===== config.mk =====
export PLATFORM = sky130hd
export DESIGN_NAME = chipRamController
export DESIGN_NICKNAME = d
export VERILOG_FILES = /design/src/logic/chipRamPkg.sv /design/src/logic/cpuRequestStage.sv /design/src/logic/refreshTimer.sv /design/src/logic/sdramSequencer.sv /design/src/logic/sdramCommandOut.sv /design/src/logic/chipRamController.sv
export SDC_FILE = /design/constraint.sdc
export NUM_CORES = 1
export LEC_CHECK = 0
export ABC_AREA = 1
export BUFFER_PORTS_ARGS = -buffer_cell sky130_fd_sc_hd__buf_4
export CAP_MARGIN = 40
export CORE_MARGIN = 3
export CORE_UTILIZATION = 30
export CTS_BUF_LIST = sky130_fd_sc_hd__clkbuf_8
export CTS_CLUSTER_DIAMETER = 200
export CTS_CLUSTER_SIZE = 10
export DETAILED_ROUTE_END_ITERATION = 6
export HOLD_SLACK_MARGIN = 0.03
export SLEW_MARGIN = 30
export SYNTH_ARGS = -nofsm -noshare
export SYNTH_HDL_FRONTEND = slang
export SYNTH_SLANG_ARGS = --single-unit

===== constraint.sdc =====
create_clock -name C1 -period 3.6 [get_ports C1]
set_input_delay 0.18 -clock C1 [delete_from_list [all_inputs] [get_ports C1]]
set_output_delay 0.18 -clock C1 [all_outputs]
set_load 0.05 [all_outputs]

===== src/logic/chipRamPkg.sv =====
package chipRamPkg;

    ////////////////////
    // Widths
    ////////////////////

    // CPU word address, bus A20 down to A1
    typedef logic [19:0] cpuAddr_t;

    // Multiplexed SDRAM address pins
    typedef logic [10:0] sdramAddr_t;

    // Command in pin order csN, rasN, casN, weN
    typedef logic [3:0] sdramCmd_t;

    // Refresh interval counter
    typedef logic [7:0] refreshCount_t;

    // Step counter inside a sequencer state
    typedef logic [3:0] seqStep_t;

    ////////////////////
    // SDRAM commands
    ////////////////////

    // All active low
    localparam sdramCmd_t cmdNop          = 4'b1111;
    localparam sdramCmd_t cmdPrecharge    = 4'b0010;
    localparam sdramCmd_t cmdActivate     = 4'b0011;
    localparam sdramCmd_t cmdRead         = 4'b0101;
    localparam sdramCmd_t cmdWrite        = 4'b0100;
    localparam sdramCmd_t cmdAutoRefresh  = 4'b0001;
    localparam sdramCmd_t cmdModeRegister = 4'b0000;

    // CAS latency 2, sequential burst of 4
    localparam sdramAddr_t modeWord = 11'b000_0010_0010;

    // A10 high selects all banks on precharge
    localparam sdramAddr_t prechargeAllWord = 11'b100_0000_0000;

    // About 7.8 us at the C1 rate
    localparam refreshCount_t refreshInterval = 8'd27;

    ////////////////////
    // Bundles
    ////////////////////

    typedef struct packed {
        cpuAddr_t addr;
        logic     write;
    } cpuReq_t;

    // Which word the output stage places on ma
    typedef enum logic [2:0] {
        selNone,
        selRow,
        selCol,
        selMode,
        selPrechargeAll
    } addrSel_t;

    // One command slot from the sequencer
    typedef struct packed {
        sdramCmd_t cmd;
        addrSel_t  addrSel;
        cpuAddr_t  addr;
        logic      ack;
    } seqOut_t;

    // SDRAM pin bundle
    typedef struct packed {
        logic       csN;
        logic       rasN;
        logic       casN;
        logic       weN;
        sdramAddr_t ma;
    } sdramBus_t;

    typedef enum logic [1:0] {
        stInit,
        stIdle,
        stRefresh,
        stAccess
    } seqState_t;

endpackage


===== src/logic/cpuRequestStage.sv =====
`timescale 1ns/1ps

module cpuRequestStage (
    input  logic                C1,
    input  logic                REFRESH_RST,
    input  logic                reqValid,
    output logic                reqReady,
    input  chipRamPkg::cpuReq_t req,
    input  logic                dmaBusy,
    input  logic                take,
    output logic                heldValid,
    output chipRamPkg::cpuReq_t heldReq,
    output logic                dmaClear
);
    import chipRamPkg::*;

    // Two samples of the DMA line, index 1 is the older one
    logic [1:0] dmaSync;
    logic       accept;

    ////////////////////
    // Holding register
    ////////////////////

    // Room for one request at a time
    assign reqReady = !heldValid;
    assign accept   = reqValid && reqReady;

    // Valid flag
    always_ff @(posedge C1 or posedge REFRESH_RST) begin
        if (REFRESH_RST) begin
            heldValid <= 1'b0;
        end else if (accept) begin
            heldValid <= 1'b1;
        end else if (take) begin
            // Sequencer has copied the request
            heldValid <= 1'b0;
        end
    end

    // Request payload, loaded only on a transfer
    always_ff @(posedge C1) begin
        if (accept) begin
            heldReq <= req;
        end
    end

    ////////////////////
    // DMA synchronizer
    ////////////////////

    // Reset to idle so accesses may start once configured
    always_ff @(posedge C1 or posedge REFRESH_RST) begin
        if (REFRESH_RST) begin
            dmaSync <= 2'b00;
        end else begin
            dmaSync <= {dmaSync[0], dmaBusy};
        end
    end

    // Clear only when both samples agree the bus is free
    assign dmaClear = (dmaSync == 2'b00);

endmodule


===== src/logic/refreshTimer.sv =====
`timescale 1ns/1ps

module refreshTimer (
    input  logic C1,
    input  logic REFRESH_RST,
    input  logic refreshDone,
    output logic refreshDue
);
    import chipRamPkg::*;

    // Cycles since the last auto-refresh
    refreshCount_t count;

    ////////////////////
    // Interval counter
    ////////////////////

    always_ff @(posedge C1 or posedge REFRESH_RST) begin
        if (REFRESH_RST) begin
            count <= '0;
        end else if (refreshDone) begin
            // Restart on every issued auto-refresh
            count <= '0;
        end else if (count != '1) begin
            // Saturate so a long wait never wraps
            count <= count + 1'b1;
        end
    end

    // Due flag
    always_ff @(posedge C1 or posedge REFRESH_RST) begin
        if (REFRESH_RST) begin
            refreshDue <= 1'b0;
        end else begin
            // Stays up until the counter restarts
            refreshDue <= (count >= refreshInterval);
        end
    end

endmodule


===== src/logic/sdramSequencer.sv =====
`timescale 1ns/1ps

module sdramSequencer (
    input  logic                C1,
    input  logic                REFRESH_RST,
    input  logic                heldValid,
    input  chipRamPkg::cpuReq_t heldReq,
    input  logic                dmaClear,
    input  logic                refreshDue,
    output logic                take,
    output logic                refreshDone,
    output chipRamPkg::seqOut_t seq
);
    import chipRamPkg::*;

    seqState_t state;
    seqStep_t  step;

    // Registered command slot
    sdramCmd_t cmdReg;
    addrSel_t  selReg;
    logic      ackReg;

    // Request copied at activate
    cpuAddr_t  accAddr;
    logic      accWrite;

    logic      startAccess;

    ////////////////////
    // Arbitration
    ////////////////////

    // Refresh wins over a waiting CPU request
    // A DMA owner on the bus also blocks the start
    assign startAccess = (state == stIdle) && !refreshDue && heldValid && dmaClear;

    // Access payload, kept through all five slots
    always_ff @(posedge C1) begin
        if (startAccess) begin
            accAddr  <= heldReq.addr;
            accWrite <= heldReq.write;
        end
    end

    ////////////////////
    // Command FSM
    ////////////////////

    always_ff @(posedge C1 or posedge REFRESH_RST) begin
        if (REFRESH_RST) begin
            state       <= stInit;
            step        <= '0;
            cmdReg      <= cmdNop;
            selReg      <= selNone;
            ackReg      <= 1'b0;
            take        <= 1'b0;
            refreshDone <= 1'b0;
        end else begin
            // Every slot is a NOP unless a branch below says otherwise
            cmdReg      <= cmdNop;
            selReg      <= selNone;
            ackReg      <= 1'b0;
            take        <= 1'b0;
            refreshDone <= 1'b0;

            case (state)
                // Power-up configuration, fixed 13 step schedule
                stInit: begin
                    step <= step + 1'b1;
                    case (step)
                        4'd0: begin
                            cmdReg <= cmdPrecharge;
                            selReg <= selPrechargeAll;
                        end
                        4'd2: begin
                            cmdReg <= cmdModeRegister;
                            selReg <= selMode;
                        end
                        4'd5, 4'd9: begin
                            // Two refreshes before normal use
                            cmdReg      <= cmdAutoRefresh;
                            refreshDone <= 1'b1;
                        end
                        4'd12: begin
                            state <= stIdle;
                            step  <= '0;
                        end
                        default: begin
                        end
                    endcase
                end

                // Waiting for work
                stIdle: begin
                    if (refreshDue) begin
                        cmdReg      <= cmdAutoRefresh;
                        refreshDone <= 1'b1;
                        state       <= stRefresh;
                        step        <= 4'd1;
                    end else if (startAccess) begin
                        // Row open, holding register freed in the same slot
                        cmdReg <= cmdActivate;
                        selReg <= selRow;
                        take   <= 1'b1;
                        state  <= stAccess;
                        step   <= 4'd1;
                    end
                end

                // Three NOPs cover the refresh cycle time
                stRefresh: begin
                    if (step == 4'd3) begin
                        state <= stIdle;
                        step  <= '0;
                    end else begin
                        step <= step + 1'b1;
                    end
                end

                // Activate, NOP, read or write, precharge, NOP
                stAccess: begin
                    step <= step + 1'b1;
                    case (step)
                        4'd2: begin
                            // RAS to CAS delay met by the NOP before
                            cmdReg <= accWrite ? cmdWrite : cmdRead;
                            selReg <= selCol;
                        end
                        4'd3: begin
                            // CPU may finish its cycle here
                            cmdReg <= cmdPrecharge;
                            selReg <= selPrechargeAll;
                            ackReg <= 1'b1;
                        end
                        4'd4: begin
                            state <= stIdle;
                            step  <= '0;
                        end
                        default: begin
                        end
                    endcase
                end

                default: begin
                    state <= stIdle;
                    step  <= '0;
                end
            endcase
        end
    end

    // Slot handed to the output stage
    assign seq = '{cmd: cmdReg, addrSel: selReg, addr: accAddr, ack: ackReg};

endmodule


===== src/logic/sdramCommandOut.sv =====
`timescale 1ns/1ps

module sdramCommandOut (
    input  logic                  C1,
    input  logic                  REFRESH_RST,
    input  chipRamPkg::seqOut_t   seq,
    output chipRamPkg::sdramBus_t sdram,
    output logic                  cpuAck
);
    import chipRamPkg::*;

    sdramAddr_t rowAddr;
    sdramAddr_t colAddr;

    ////////////////////
    // Address mux
    ////////////////////

    // addr[k] is bus line A(k+1)
    // Row is 0, A19, A17 down to A9
    assign rowAddr = {1'b0, seq.addr[18], seq.addr[16:8]};

    // Column is 000, A18, A8 down to A2
    assign colAddr = {3'b000, seq.addr[17], seq.addr[7:1]};

    ////////////////////
    // Pin register
    ////////////////////

    always_ff @(posedge C1 or posedge REFRESH_RST) begin
        if (REFRESH_RST) begin
            // NOP on the bus, ma parked at zero
            sdram  <= '{csN: 1'b1, rasN: 1'b1, casN: 1'b1, weN: 1'b1, ma: '0};
            cpuAck <= 1'b0;
        end else begin
            {sdram.csN, sdram.rasN, sdram.casN, sdram.weN} <= seq.cmd;

            // Same edge as the precharge command
            cpuAck <= seq.ack;

            case (seq.addrSel)
                selRow:          sdram.ma <= rowAddr;
                selCol:          sdram.ma <= colAddr;
                selMode:         sdram.ma <= modeWord;
                selPrechargeAll: sdram.ma <= prechargeAllWord;
                // ma stays put during NOPs
                default:         sdram.ma <= sdram.ma;
            endcase
        end
    end

endmodule


===== src/logic/chipRamController.sv =====
`timescale 1ns/1ps

module chipRamController (
    input  logic                  C1,
    input  logic                  REFRESH_RST,
    input  logic                  reqValid,
    output logic                  reqReady,
    input  chipRamPkg::cpuReq_t   req,
    input  logic                  dmaBusy,
    output logic                  cpuAck,
    output chipRamPkg::sdramBus_t sdram
);
    import chipRamPkg::*;

    // Request stage to sequencer
    logic    heldValid;
    cpuReq_t heldReq;
    logic    take;
    logic    dmaClear;

    // Refresh scheduling
    logic    refreshDue;
    logic    refreshDone;

    // Sequencer to pin stage
    seqOut_t seq;

    ////////////////////
    // Stages
    ////////////////////

    cpuRequestStage requestStage (
        .C1          (C1),
        .REFRESH_RST (REFRESH_RST),
        .reqValid    (reqValid),
        .reqReady    (reqReady),
        .req         (req),
        .dmaBusy     (dmaBusy),
        .take        (take),
        .heldValid   (heldValid),
        .heldReq     (heldReq),
        .dmaClear    (dmaClear)
    );

    refreshTimer refreshTiming (
        .C1          (C1),
        .REFRESH_RST (REFRESH_RST),
        .refreshDone (refreshDone),
        .refreshDue  (refreshDue)
    );

    sdramSequencer sequencer (
        .C1          (C1),
        .REFRESH_RST (REFRESH_RST),
        .heldValid   (heldValid),
        .heldReq     (heldReq),
        .dmaClear    (dmaClear),
        .refreshDue  (refreshDue),
        .take        (take),
        .refreshDone (refreshDone),
        .seq         (seq)
    );

    sdramCommandOut commandOut (
        .C1          (C1),
        .REFRESH_RST (REFRESH_RST),
        .seq         (seq),
        .sdram       (sdram),
        .cpuAck      (cpuAck)
    );

endmodule


== Yosys cells after proc, flatten, opt, wreduce, memory -nomap -nowiden ==
Index checks and enable logic that the tools add are counted.
Storage, ports and cells
  register bits: 84
  logic and storage cells: 92
  input bits: 25
  output and inout bits: 17
Cells by class
  multiplexer cells: 36
  eq/ne operators: 18
  add/subtract/negate cells: 2
  reduce and logical (&&, ||, !) cells: 14
  order comparisons: 1
Operator list (number)
  one-hot mux 11 bit (4 select lines): 1
  two-way mux 4 bit: 7
  one-hot mux 4 bit (3 select lines): 2
  two-way mux 8 bit: 2
  one-hot mux 4 bit (4 select lines): 1
  one-hot mux 3 bit (2 select lines): 2
  two-way mux 1 bit: 11
  two-way mux 2 bit: 5
  one-hot mux 3 bit (3 select lines): 1
  adder 8 x 1 -> 8 bit, second input constant: 1
  equality test 4 x 2 -> 1 bit, second input constant: 2
  equality test 4 x 3 -> 1 bit, second input constant: 2
  equality test 4 bit, second input constant: 2
  greater-or-equal comparator 8 x 5 -> 1 bit, second input constant: 1
  inequality test 8 bit, second input constant: 1
  one-hot mux 2 bit (4 select lines): 1
  one-hot mux 4 bit (2 select lines): 1
  equality test 3 x 2 -> 1 bit, second input constant: 2
  adder 4 x 1 -> 4 bit, second input constant: 1
  equality test 2 bit, second input constant: 2
  logical AND 1 bit: 4
  zero test 2 bit: 2
  zero test 4 bit: 1
  inequality test 2 bit, second input constant: 2
  other kinds (12): 14

== Logic depth before layout (Yosys ltp) ==
Gate-level depths: netlist of run 1.
  depth in word-level cells: 7
  mapped depth: 9
  mapped depth without buffers: 8

== By module ==
A second synthesis of run 1 with hierarchy kept.
Second synthesis, totals
  cell total of the unflattened synthesis: 310
  area total of the unflattened synthesis: 3482.1 sq um
Modules (own cells, without submodules)
  sdramSequencer: sequential area each 1036.0 sq um, area each 1497.7 sq um, cells each 128, times used 1
  sdramCommandOut: sequential area each 405.4 sq um, area each 753.2 sq um, cells each 89, times used 1
  cpuRequestStage: sequential area each 705.7 sq um, area each 740.7 sq um, cells each 32, times used 1
  refreshTimer: sequential area each 225.2 sq um, area each 490.5 sq um, cells each 61, times used 1

== Worst setup path before layout of run 1 ==
No wires, ideal clock.
  kind: flip-flop to flip-flop
  from: register sequencer.state[0]
  to: register sequencer.accAddr[10], enable pin
  setup time: 0.395 ns
  data arrival time: 1.507 ns
  period minus slack after synthesis: 1.901 ns
  buffers on the path: 0
  path slack: 1.699 ns
  stages on the path, launching flop included: 5
  required time: 3.205 ns
  cell sequence: dfrtp_1 -> inv_1 -> nor2_1 -> nand2_1 -> nor2_1
Between the ends
  longest elaborated chain between the ends: 4
Ends and longest elaborated chain
  start, declared: RTL line sdramSequencer.sv:16  | seqState_t state;
  start signal, assigned: RTL line sdramSequencer.sv:52  | state <= stInit;
  start signal, assigned: RTL line sdramSequencer.sv:86  | state <= stIdle;
  start signal, assigned: RTL line sdramSequencer.sv:99  | state <= stRefresh;
  equality test 2 x 1 -> 1 bit: RTL line sdramSequencer.sv:36  | assign startAccess = (state == stIdle) && !refreshDue && heldValid && dmaClear;
  logical AND 1 bit (3 in a row): RTL line sdramSequencer.sv:36
  named net sequencer.startAccess: RTL line sdramSequencer.sv:28  | logic startAccess;
  end signal, assigned: RTL line sdramSequencer.sv:41  | accAddr <= heldReq.addr;
  end, declared: RTL line sdramSequencer.sv:25  | cpuAddr_t accAddr;
The timed path passes the listed nets, and every way through them passes these cells.
A chain may end at the register's enable or synchronous reset.

== Final worst setup path of run 1 ==
  from: register sequencer.selReg[0]
  to: register, netlist name commandOut.sdram[7]
Between the ends
  longest elaborated chain between the ends: 2
  elaborated cells on any way between the ends: 6
  classes of those cells: 4 x eq/ne; 1 x mux; 1 x reduce/logical
Ends and longest elaborated chain
  start, declared: RTL line sdramSequencer.sv:21  | addrSel_t selReg;
  start signal, assigned: RTL line sdramSequencer.sv:55  | selReg <= selNone;
  start signal, assigned: RTL line sdramSequencer.sv:62  | selReg <= selNone;
  start signal, assigned: RTL line sdramSequencer.sv:74  | selReg <= selPrechargeAll;
  equality test 3 bit, or another cell as far along: RTL line sdramCommandOut.sv:41  | case (seq.addrSel)
  one-hot mux 11 bit (4 select lines) or nonzero test 4 bit (tied branches)
Several ways; a longest one is shown, not always the timed one.

==> metrics.txt, run 1 <==
syn_nets 333; Die W between 100 and 150 um; largest net degree at the start of global routing 45; crit-path max cell delay 440 ps; Max H-tree Level 3; DR WL met3 roughly 170 um; total power about 3.5 mW; WL/cell about 11 um; share of cells above drive strength 1 19.0%; CP Capture Type register; unrepaired setup endpoints after global routing false; Via density 4.24; diode count 0; Mapped Area between 0.003 and 0.004 sq mm; worst path required time roughly 3800 ps; Post-DRT Antenna Nets 0; Hold Slack roughly 85 ps; synthesis-to-layout area growth 26.1%; endpoints failing hold 0; CTS Buf Count 9; drt initial violations between 90 and 100; Peak VDD IR 0.271 mV; Fin Clk Skew between 6 and 7 ps; first-pass GRT wire length 9830 um; vias in the first global route 2157; critical setup path kind register to register; most frequent standard cell in the layout excluding fill and tap cells nand2_1; site row count 37; Clk pin slew, worst setup/hold paths approximately 80 ps; Pwr Density 836 mW/mm^2; Final GP Congestion approximately 0.83; CTS sink count 82; vias post-DR approximately 2200; wirelength, routed around 6000 um; post-route clock period utilization between 40% and 50%; post-placement cell count 477; async set-or-reset flop fraction in the synthesized netlist between 50% and 60%; setup_tns 0 ps; Startpoint Class register; minimum clock period after layout ~1600 ps; CTS tree built; MaxCap Viol Count 0; dominant synthesized flop cell edfxtp_1; Mapped Cells about 300; GRT overflow 0; core region area around 0.010 sq mm; PortBufs 39; CTS root buffer clkbuf_8; syn_area_per_cell 10.8 sq um; Non-Filler Instances a little over 500; drt pass-1 iters 4; library cells used by synthesis 29; relative slew slack between 50% and 60%; met2 wire length approximately 2900 um; initial antenna violation count 0; critical-path cell list nor2_1, nand2_1, nand2_2, inv_2, nand2_1, inv_2, nand2_1, nand2_1; Max Clock Freq about 630 MHz; num ports between 40 and 50; FF+latch area roughly 0.0023 sq mm; gr usage total approximately a tenth; worst hold-check path type input port to register; worst skew pair latency ~340 ps; most frequent cells in the layout nand2_1 (105), buf_4 (41), edfxtp_1 (38), dfrtp_1 (36), inv_1 (29); cell repeated most along the worst path nand2_1; P_leak 1.89 nW; synth warn 0; actual slew at the worst max-slew pin ~710 ps; Remaining DRCs 0; die area ~0.012 sq mm; Slew Limit Fails 0; Max Buffers Root-to-Sink 2; Starting Density a little under a third; post-synthesis sequential area ratio about 70%; status finished clean; fillers ~1100; top fanout value on the critical path 11; crit path DAT 1810 ps; die extent in y ~110 um; area of the multi-input gates 887 sq um; nets 403; DP Wirelength about 4000 um; top routing layer in use met4; crit path max-delay cell type dfrtp_1; post-synthesis register bit count just over 80; final setup violation count 0; EDFF count, synth 38; M1 wire length 2760 um
[routing by layer]
| layer | vias to the layer above | track usage [%] |
|---|---|---|
| met2 | 31 | 16.2 |
| met1 | 1010 | 12.7 |
| met4 | 0 | 4.43 |
| met5 | - | 0 |
| met3 | 6 | 2.52 |
| li1 | 1132 | - |
[final cells by class]
class | instances | share of cell area (%)
multi-input combinational | 188 | 21.5
tap | 136 | 4.12
timing repair buffer | 62 | 12.6
sequential | 82 | 54.6
inverter | 30 | 2.73
clock buffer | 9 | 3.00
clock inverter | 7 | 1.52
[power by group]
part | leakage [nW] | total (mW) | switching, mW | internal, mW
Combinational | 0.906 | 1.38 | 0.943 | 0.438
Sequential | 0.888 | 1.44 | 0.158 | 1.29
Clock | 0.0997 | 0.626 | 0.312 | 0.314
Total | 1.89 | 3.45 | 1.41 | 2.04
[cell families (layout without fill, tap and decap cells)]
family / count (synthesis) / count (layout) / synth area share (%)
and+or+nand+nor: 162 / 162 / 21.4
buffers and inverters: 33 / 108 / 4.05
xor gates and xnor gates: 1 / 1 / 0.268
DFF: 82 / 82 / 68.8
adders and majority gates: 5 / 5 / 1.91
AOI/OAI and AO/OA: 20 / 20 / 3.56
[path summary, 6_finish.rpt]
check	startpoint	to	slack, ps	cells after the start
setup / recovery	sequencer.selReg[0]	commandOut.sdram[7]	2020	8
hold reg to reg	sequencer.ackReg	commandOut.cpuAck	350	0
max in group asynchronous	REFRESH_RST	commandOut.sdram[14]	2670	4
hold / removal	reqValid	requestStage.heldValid	90	3
setup reg to reg	sequencer.selReg[0]	commandOut.sdram[7]	2020	8
min in group asynchronous	REFRESH_RST	commandOut.sdram[0]	540	4
[synth_stat cells, drive strengths merged, types with 3 or more instances]
master	number	share of area [%]
a21oi	4	0.61
buf	3	0.61
dfrtp	36	28
dfstp	8	6.4
edfxtp	38	35
ha	5	1.9
inv	29	3.3
nand2	106	12
nand3	24	3.8
nand3b	4	0.92
nand4	5	1.1
nor2	22	3.1
o21ai	10	1.5
[sequential cells by signal (all words and copies together), names as in the netlist, 3 cells and up]
register,flops
commandOut.sdram,15
sequencer.accAddr,18
requestStage.heldReq,19
sequencer.selReg,3
sequencer.step,4
sequencer.cmdReg,4
refreshTiming.count,8
[what timing repair did]
action / in CTS / in global routing
hold buffers: 21 / 0
hold endpoints to repair: 56 / 0
gates resized for setup: 0 / 0
setup buffers: 0 / 0
[through the flow]
stage	utilization [%]	cell area, sq um	setup slack, ps
floorplan	-	3270	1700
global placement	35.6	3730	2070
detailed placement	35.6	3730	2020
CTS	39.4	4130	2000
global route	39.4	4130	1860
finish	39.4	4130	2020
[worst max-delay path, delay by kind of cell (launching register included)]
kind | cells | cell delay, ps
buffers and inverters | 2 | 220
DFF | 1 | 440
and+or+nand+nor | 6 | 800
Note: power is estimated with default switching activity, not from simulation.
==> run 2: changes to the inputs <==
- clock period: 3.6 -> 1.33 ns (I/O delays scaled with it)
==> run 2 against run 1 <==
Compared with the run above:
- critical path depth shrank 4
- worst setup slack lost 2000 ps
- fmax grew 20%
- power grew to 2.9 times the previous value
- sequential share of layout area shrank 4.2 points
- critical path type unchanged
- cell area grew 8.8%
- clock-buffer cell count is the same
- clock power grew 140%
- first-iteration DRC count shrank 9.3%
- sequential power grew to 2.8 times the previous value
- register-to-register slack lost 2000 ps
- sequential cell count is the same
==> metrics.txt, run 2 (synthesized netlist as in run 1, its figures left out) <==
status finished clean; Switching Fraction 41.4% (+0.49 points); CP startpoint sequencer.state[1]; site row count 37 (unchanged); minimum clock period after layout 1310 ps (-268 ps); fillers 1031 (-2.5%); largest net degree at the start of global routing 45 (unchanged); Flop pwr share 39.9% (-2.0 points); diode count 0 (unchanged); num ports 42 (unchanged); crit path DAT 1360 ps (-450 ps); CTS Buf Count 9 (unchanged); GRT overflow 0 (unchanged); CP Capture Type register; endpoints failing hold 0 (unchanged); unrepaired setup endpoints after global routing true; worst hold-check path type input port to async pin; Remaining DRCs 0 (unchanged); initial antenna violation count 0 (unchanged); core region area 0.0105 sq mm (unchanged); most frequent standard cell in the layout excluding fill and tap cells nand2_1; wirelength, routed 6330 um (+7.6%); Final GP Congestion 0.822 (-0.95%); Top reg by flops requestStage.heldReq; Logic pwr share 45.4% (+5.4 points); relative slew slack 80.0% (+27 points); worst r2r src sequencer.state[1]; WL/cell 11.8 um (+3.0%); Pwr Density 2230 mW/mm^2 (+170%); vias in the first global route 2398 (+11%); biggest regs requestStage.heldReq: 19 flops, sequencer.accAddr: 18 flops, commandOut.sdram: 15 flops; first-pass GRT wire length 10700 um (+8.8%); drt pass-1 iters 5 (+1); Max Clock Freq 764 MHz (+20%); vias post-DR 2305 (+5.8%); Max H-tree Level 3 (unchanged); crit-path max cell delay 470 ps (+30 ps); synthesis-to-layout area growth 37.2%; cell internal pwr 5.87 mW (+190%); share of cells above drive strength 1 33.2% (+14 points); MaxCap Viol Count 0 (unchanged); nets 426 (+5.7%); drt initial violations 88 (-9.3%); Max Buffers Root-to-Sink 2 (unchanged); Cell Area, Placed 0.00389 sq mm (+4.4%); top fanout value on the critical path 5 (-6); die extent in y 110 um (unchanged); die area 0.0122 sq mm (unchanged); CTS root buffer clkbuf_8; DP Wirelength 4360 um (+9.3%); Fin Clk Skew 9.70 ps (+2.95 ps); Slew Limit Fails 0 (unchanged); setup_tns 0 ps (unchanged); Peak VDD IR 0.803 mV (+200%); Via density 4.29 (+1.3%); Startpoint Class register; final setup violation count 0 (unchanged); CTS sink count 82 (unchanged); gr usage total 10.6% (+0.61 points); P_leak 1.97 nW (+4.0%); max FFs per register 19 (unchanged); critical setup path kind register to register; Die W 110 um (unchanged); cell repeated most along the worst path nor2_4; post-placement cell count 491 (+2.9%); Clock power frac 14.8% (-3.3 points); PortBufs 39 (unchanged); worst path required time 1380 ps (-2450 ps); worst reg-to-reg path cell count 4 (-4); actual slew at the worst max-slew pin 298 ps (-408 ps); Net Switching 4.15 mW (+190%); critical-path cell list nor2_4, nand2_2, nor2_4, clkbuf_16; Non-Filler Instances 537 (+4.5%); post-route clock period utilization 98.4% (+55 points); CTS tree built; Clk pin slew, worst setup/hold paths 80 ps (about the same); most frequent cells in the layout nand2_1 (95), buf_4 (57), edfxtp_1 (38), dfrtp_1 (30), nand3_1 (23); worst skew pair latency 340 ps (about the same); Post-DRT Antenna Nets 0 (unchanged); crit path max-delay cell type dfrtp_2; Starting Density 31.3% (unchanged); design area 0.00449 sq mm (+8.8%)
run 2: cell count changes in the layout (fill, tap and decap cells not counted), moves of 8 or more:
cell	before	now
nand2_1	105	95
nand2_2	1	11
buf_4	41	57
inv_1	29	21
nor2_1	19	9
run 2: power groups by stage:
| stage | sequential (mW) | combinational [mW] | clock, mW |
|---|---|---|---|
| detailed placement | 3.96 | 4.07 | 0 |
| floorplan | 4.62 | 2.16 | 0 |
| global placement | 3.95 | 3.98 | 0 |
| finish | 3.99 | 4.54 | 1.48 |
| global route | 4.09 | 5.05 | 1.67 |
| CTS | 3.92 | 4.16 | 1.54 |
run 2: final timing paths:
kind | end | slack [ps]
setup / recovery | sequencer.accAddr[6] | 20
setup reg to reg | sequencer.accAddr[6] | 20
hold reg to reg | commandOut.cpuAck | 350
hold / removal | commandOut.sdram[4] | 350
max in group asynchronous | sequencer.cmdReg[1] | 710
min in group C1 | commandOut.cpuAck | 350
run 2: layout make-up:
type                    instances  area [sq um]  area share, %
flip-flops and latches         82          2260           50.3
multi-input cells             188          1020           22.6
repair buffers                 85           756           16.8
well taps                     136           170           3.79
inverters                      30           125           2.79
clock buffers                   9           124           2.76
clock inverters                 7          37.5          0.836
run 2: metal layers:
metal,GRT usage [%],part of all wire (%)
met1,13.2,46
met2,17.3,48
met3,2.58,3.5
met4,5.17,2.7
met5,0,0
run 2: critical path, delay by kind of cell (launching register included):
family | cells | cell delay (ps)
buf+inv | 1 | 180
flops | 1 | 470
simple gates | 3 | 390
run 2: repair_timing:
| action | in CTS | in global routing |
|---|---|---|
| gates resized for setup | 3 | 44 |
| hold buffers | 22 | 0 |
| setup buffers | 1 | 5 |
| cloned | 0 | 2 |
| setup endpoints to repair | 4 | 44 |
| pin swaps | 0 | 7 |
| hold endpoints to repair | 57 | 0 |
run 2: per-stage QoR:
stage | power [mW] | worst slack [ps] | utilization, % | hold WS (ps)
after floorplan | 6.78 | -91.0 | - | 97.9
after global placement | 7.93 | 23.5 | 37.2 | 155
after detailed placement | 8.03 | -40.6 | 37.2 | 160
after CTS | 9.61 | 8.43 | 41.0 | 344
after global routing | 10.8 | -46.7 | 42.9 | 365
final | 10.0 | 20.7 | 42.9 | 349
==> run 3: changes to the inputs <==
--- a/config.mk
+++ b/config.mk
@@ -12,3 +12,3 @@
 export CORE_UTILIZATION = 30
-export CTS_BUF_LIST = sky130_fd_sc_hd__clkbuf_8
+export CTS_BUF_LIST = sky130_fd_sc_hd__clkbuf_4
 export CTS_CLUSTER_DIAMETER = 200
@@ -17,3 +17,3 @@
 export HOLD_SLACK_MARGIN = 0.03
-export SLEW_MARGIN = 30
+export SLEW_MARGIN = 20
 export SYNTH_ARGS = -nofsm -noshare
--- a/constraint.sdc
+++ b/constraint.sdc
@@ -3,2 +3,2 @@
 set_output_delay 0.0665 -clock C1 [all_outputs]
-set_load 0.05 [all_outputs]
+set_load 0.005 [all_outputs]
==> run 3 against run 2 <==
Compared with the run above:
- cell area shrank 0.72%
- combinational power shrank 17%
- sequential power shrank 1%
- sequential cell count is the same
- power shrank 8.1%
==> metrics.txt, run 3 (synthesized netlist as in run 1, its figures left out) <==
status finished clean; P_leak 1.99 nW (+1.2%); share of cells above drive strength 1 32.7% (-0.50 points); WL/cell 11.6 um (-1.8%); setup_tns 0 ps (unchanged); crit path max-delay cell type dfrtp_2; biggest regs requestStage.heldReq: 19 flops, sequencer.accAddr: 18 flops, commandOut.sdram: 15 flops; drt initial violations 139 (+58%); worst hold-check path type input port to async pin; Remaining DRCs 0 (unchanged); total power 9.20 mW (-8.1%); DP Wirelength 4210 um (-3.4%); synthesis-to-layout area growth 36.2%; CP Capture Type register; Non-Filler Instances 537 (unchanged); die area 0.0122 sq mm (unchanged); endpoints failing hold 0 (unchanged); CTS sink count 82 (unchanged); worst skew pair latency 430 ps (+90 ps); critical-path cell list inv_1, nand2_1, nor2_2, nand2_4, inv_1, a21oi_1, nand2_1, inv_1; Crit path max-delay family flip-flops; Starting Density 31.3% (unchanged); fin worst setup slack 64.8 ps (+44.1 ps); Via density 4.35 (+1.3%); most frequent cells in the layout nand2_1 (96), buf_4 (54), edfxtp_1 (38), dfrtp_1 (33); first-pass GRT wire length 10200 um (-4.5%); unrepaired setup endpoints after global routing true; worst path required time 1650 ps (+270 ps); WP buf/inv 3 (+2); Max Buffers Root-to-Sink 2 (unchanged); diode count 0 (unchanged); Max H-tree Level 3 (unchanged); site row count 37 (unchanged); MaxCap Viol Count 0 (unchanged); critical setup path kind register to register; pre-CTS setup slack 6.61 ps (+47.2 ps); Clk pin slew, worst setup/hold paths 150 ps (+70 ps); Cell Area, Placed 0.00391 sq mm (+0.32%); vias in the first global route 2252 (-6.1%); Critical Path Stages 8 (+4); GRT overflow 0 (unchanged); Fin Clk Skew 26.4 ps (+16.7 ps); Layout Utilization 42.6% (-0.31 points); crit-path max cell delay 480 ps (about the same); max FFs per register 19 (unchanged); post-route clock period utilization 95.1% (-3.3 points); Pwr Density 2070 mW/mm^2 (-7.4%); design area 0.00446 sq mm (-0.72%); crit path DAT 1590 ps (+230 ps); actual slew at the worst max-slew pin 297 ps (-0.563 ps); most frequent standard cell in the layout excluding fill and tap cells nand2_1; Final GP Congestion 0.861 (+4.9%); CTS Buf Count 9 (unchanged); largest net degree at the start of global routing 34 (-24%); cell repeated most along the worst path inv_1; nets 426 (unchanged); drt pass-1 iters 4 (-1); gr usage total 10.3% (-0.35 points); CTS root buffer clkbuf_4; relative slew slack 80.1% (about the same); minimum clock period after layout 1270 ps (-44.1 ps); initial antenna violation count 0 (unchanged); Max Clock Freq 790 MHz (+3.5%); Top reg by flops requestStage.heldReq; PortBufs 39 (unchanged); top fanout value on the critical path 7 (+2); Peak VDD IR 0.880 mV (+9.5%); Die W 110 um (unchanged); vias post-DR 2336 (+1.3%); worst reg-to-reg path cell count 8 (+4); post-placement cell count 494 (+0.61%); Post-DRT Antenna Nets 0 (unchanged); CTS tree built; Slew Limit Fails 0 (unchanged); Hold Slack 78.0 ps (-271 ps); core region area 0.0105 sq mm (unchanged); num ports 42 (unchanged); final setup violation count 0 (unchanged); die extent in y 110 um (unchanged); Startpoint Class register; wirelength, routed 6220 um (-1.8%)
## run 3: changes by cell type in the layout (fill, tap and decap cells not counted), moves of 3 or more
cell        before  now
buf_4           57   54
buf_6            2    6
clkbuf_4         0    9
clkbuf_8         9    0
clkinvlp_4       5    1
dfrtp_1         30   33
dfrtp_2          6    3
nor2_1           9   12
## run 3: worst paths after layout
| kind | slack, ps | end | startpoint |
|---|---|---|---|
| min in group C1 | 310 | requestStage.dmaSync[0] | dmaBusy |
| max reg2reg | 60 | sequencer.state[1] | sequencer.state[1] |
| min reg2reg | 360 | commandOut.sdram[14] | sequencer.cmdReg[3] |
| max in group asynchronous | 720 | sequencer.cmdReg[2] | REFRESH_RST |
| min | 80 | commandOut.sdram[9] | REFRESH_RST |
| max | 60 | sequencer.state[1] | sequencer.state[1] |
## run 3: final cells by class
| cell class | instances | area, sq um |
|---|---|---|
| Tap cell | 136 | 170 |
| Clock buffer | 9 | 67.6 |
| Timing Repair Buffer | 85 | 753 |
| Inverter | 30 | 115 |
| Clock inverter | 7 | 76.3 |
| Fill cell | 1031 | 6010 |
| Sequential cell | 82 | 2260 |
| Multi-Input combinational cell | 188 | 1020 |
## run 3: metal layers
layer	vias to the layer above	track usage (%)	share of wire [%]
met5	-	0	0
met4	0	5.58	2.5
met3	12	1.97	2.5
met2	35	17.0	50
met1	1110	12.6	45
li1	1179	-	-
## run 3: worst min-delay path, delay by kind of cell
| kind | cells | cell delay (ps) |
|---|---|---|
| buffers and inverters | 3 | 840 |
## run 3: what timing repair did
action	4_1_cts	5_1_grt
hold buffers	22	0
endpoints found under the hold margin	65	0
setup endpoints to repair	4	46
gates resized for setup	4	42
cloned	0	0
setup buffers	1	4
pin swaps	0	12
## run 3: power breakdown
part | switching [mW] | internal (mW)
Clock | 0.879 | 0.593
Sequential | 0.463 | 3.49
Combinational | 2.07 | 1.72
Total | 3.41 | 5.79
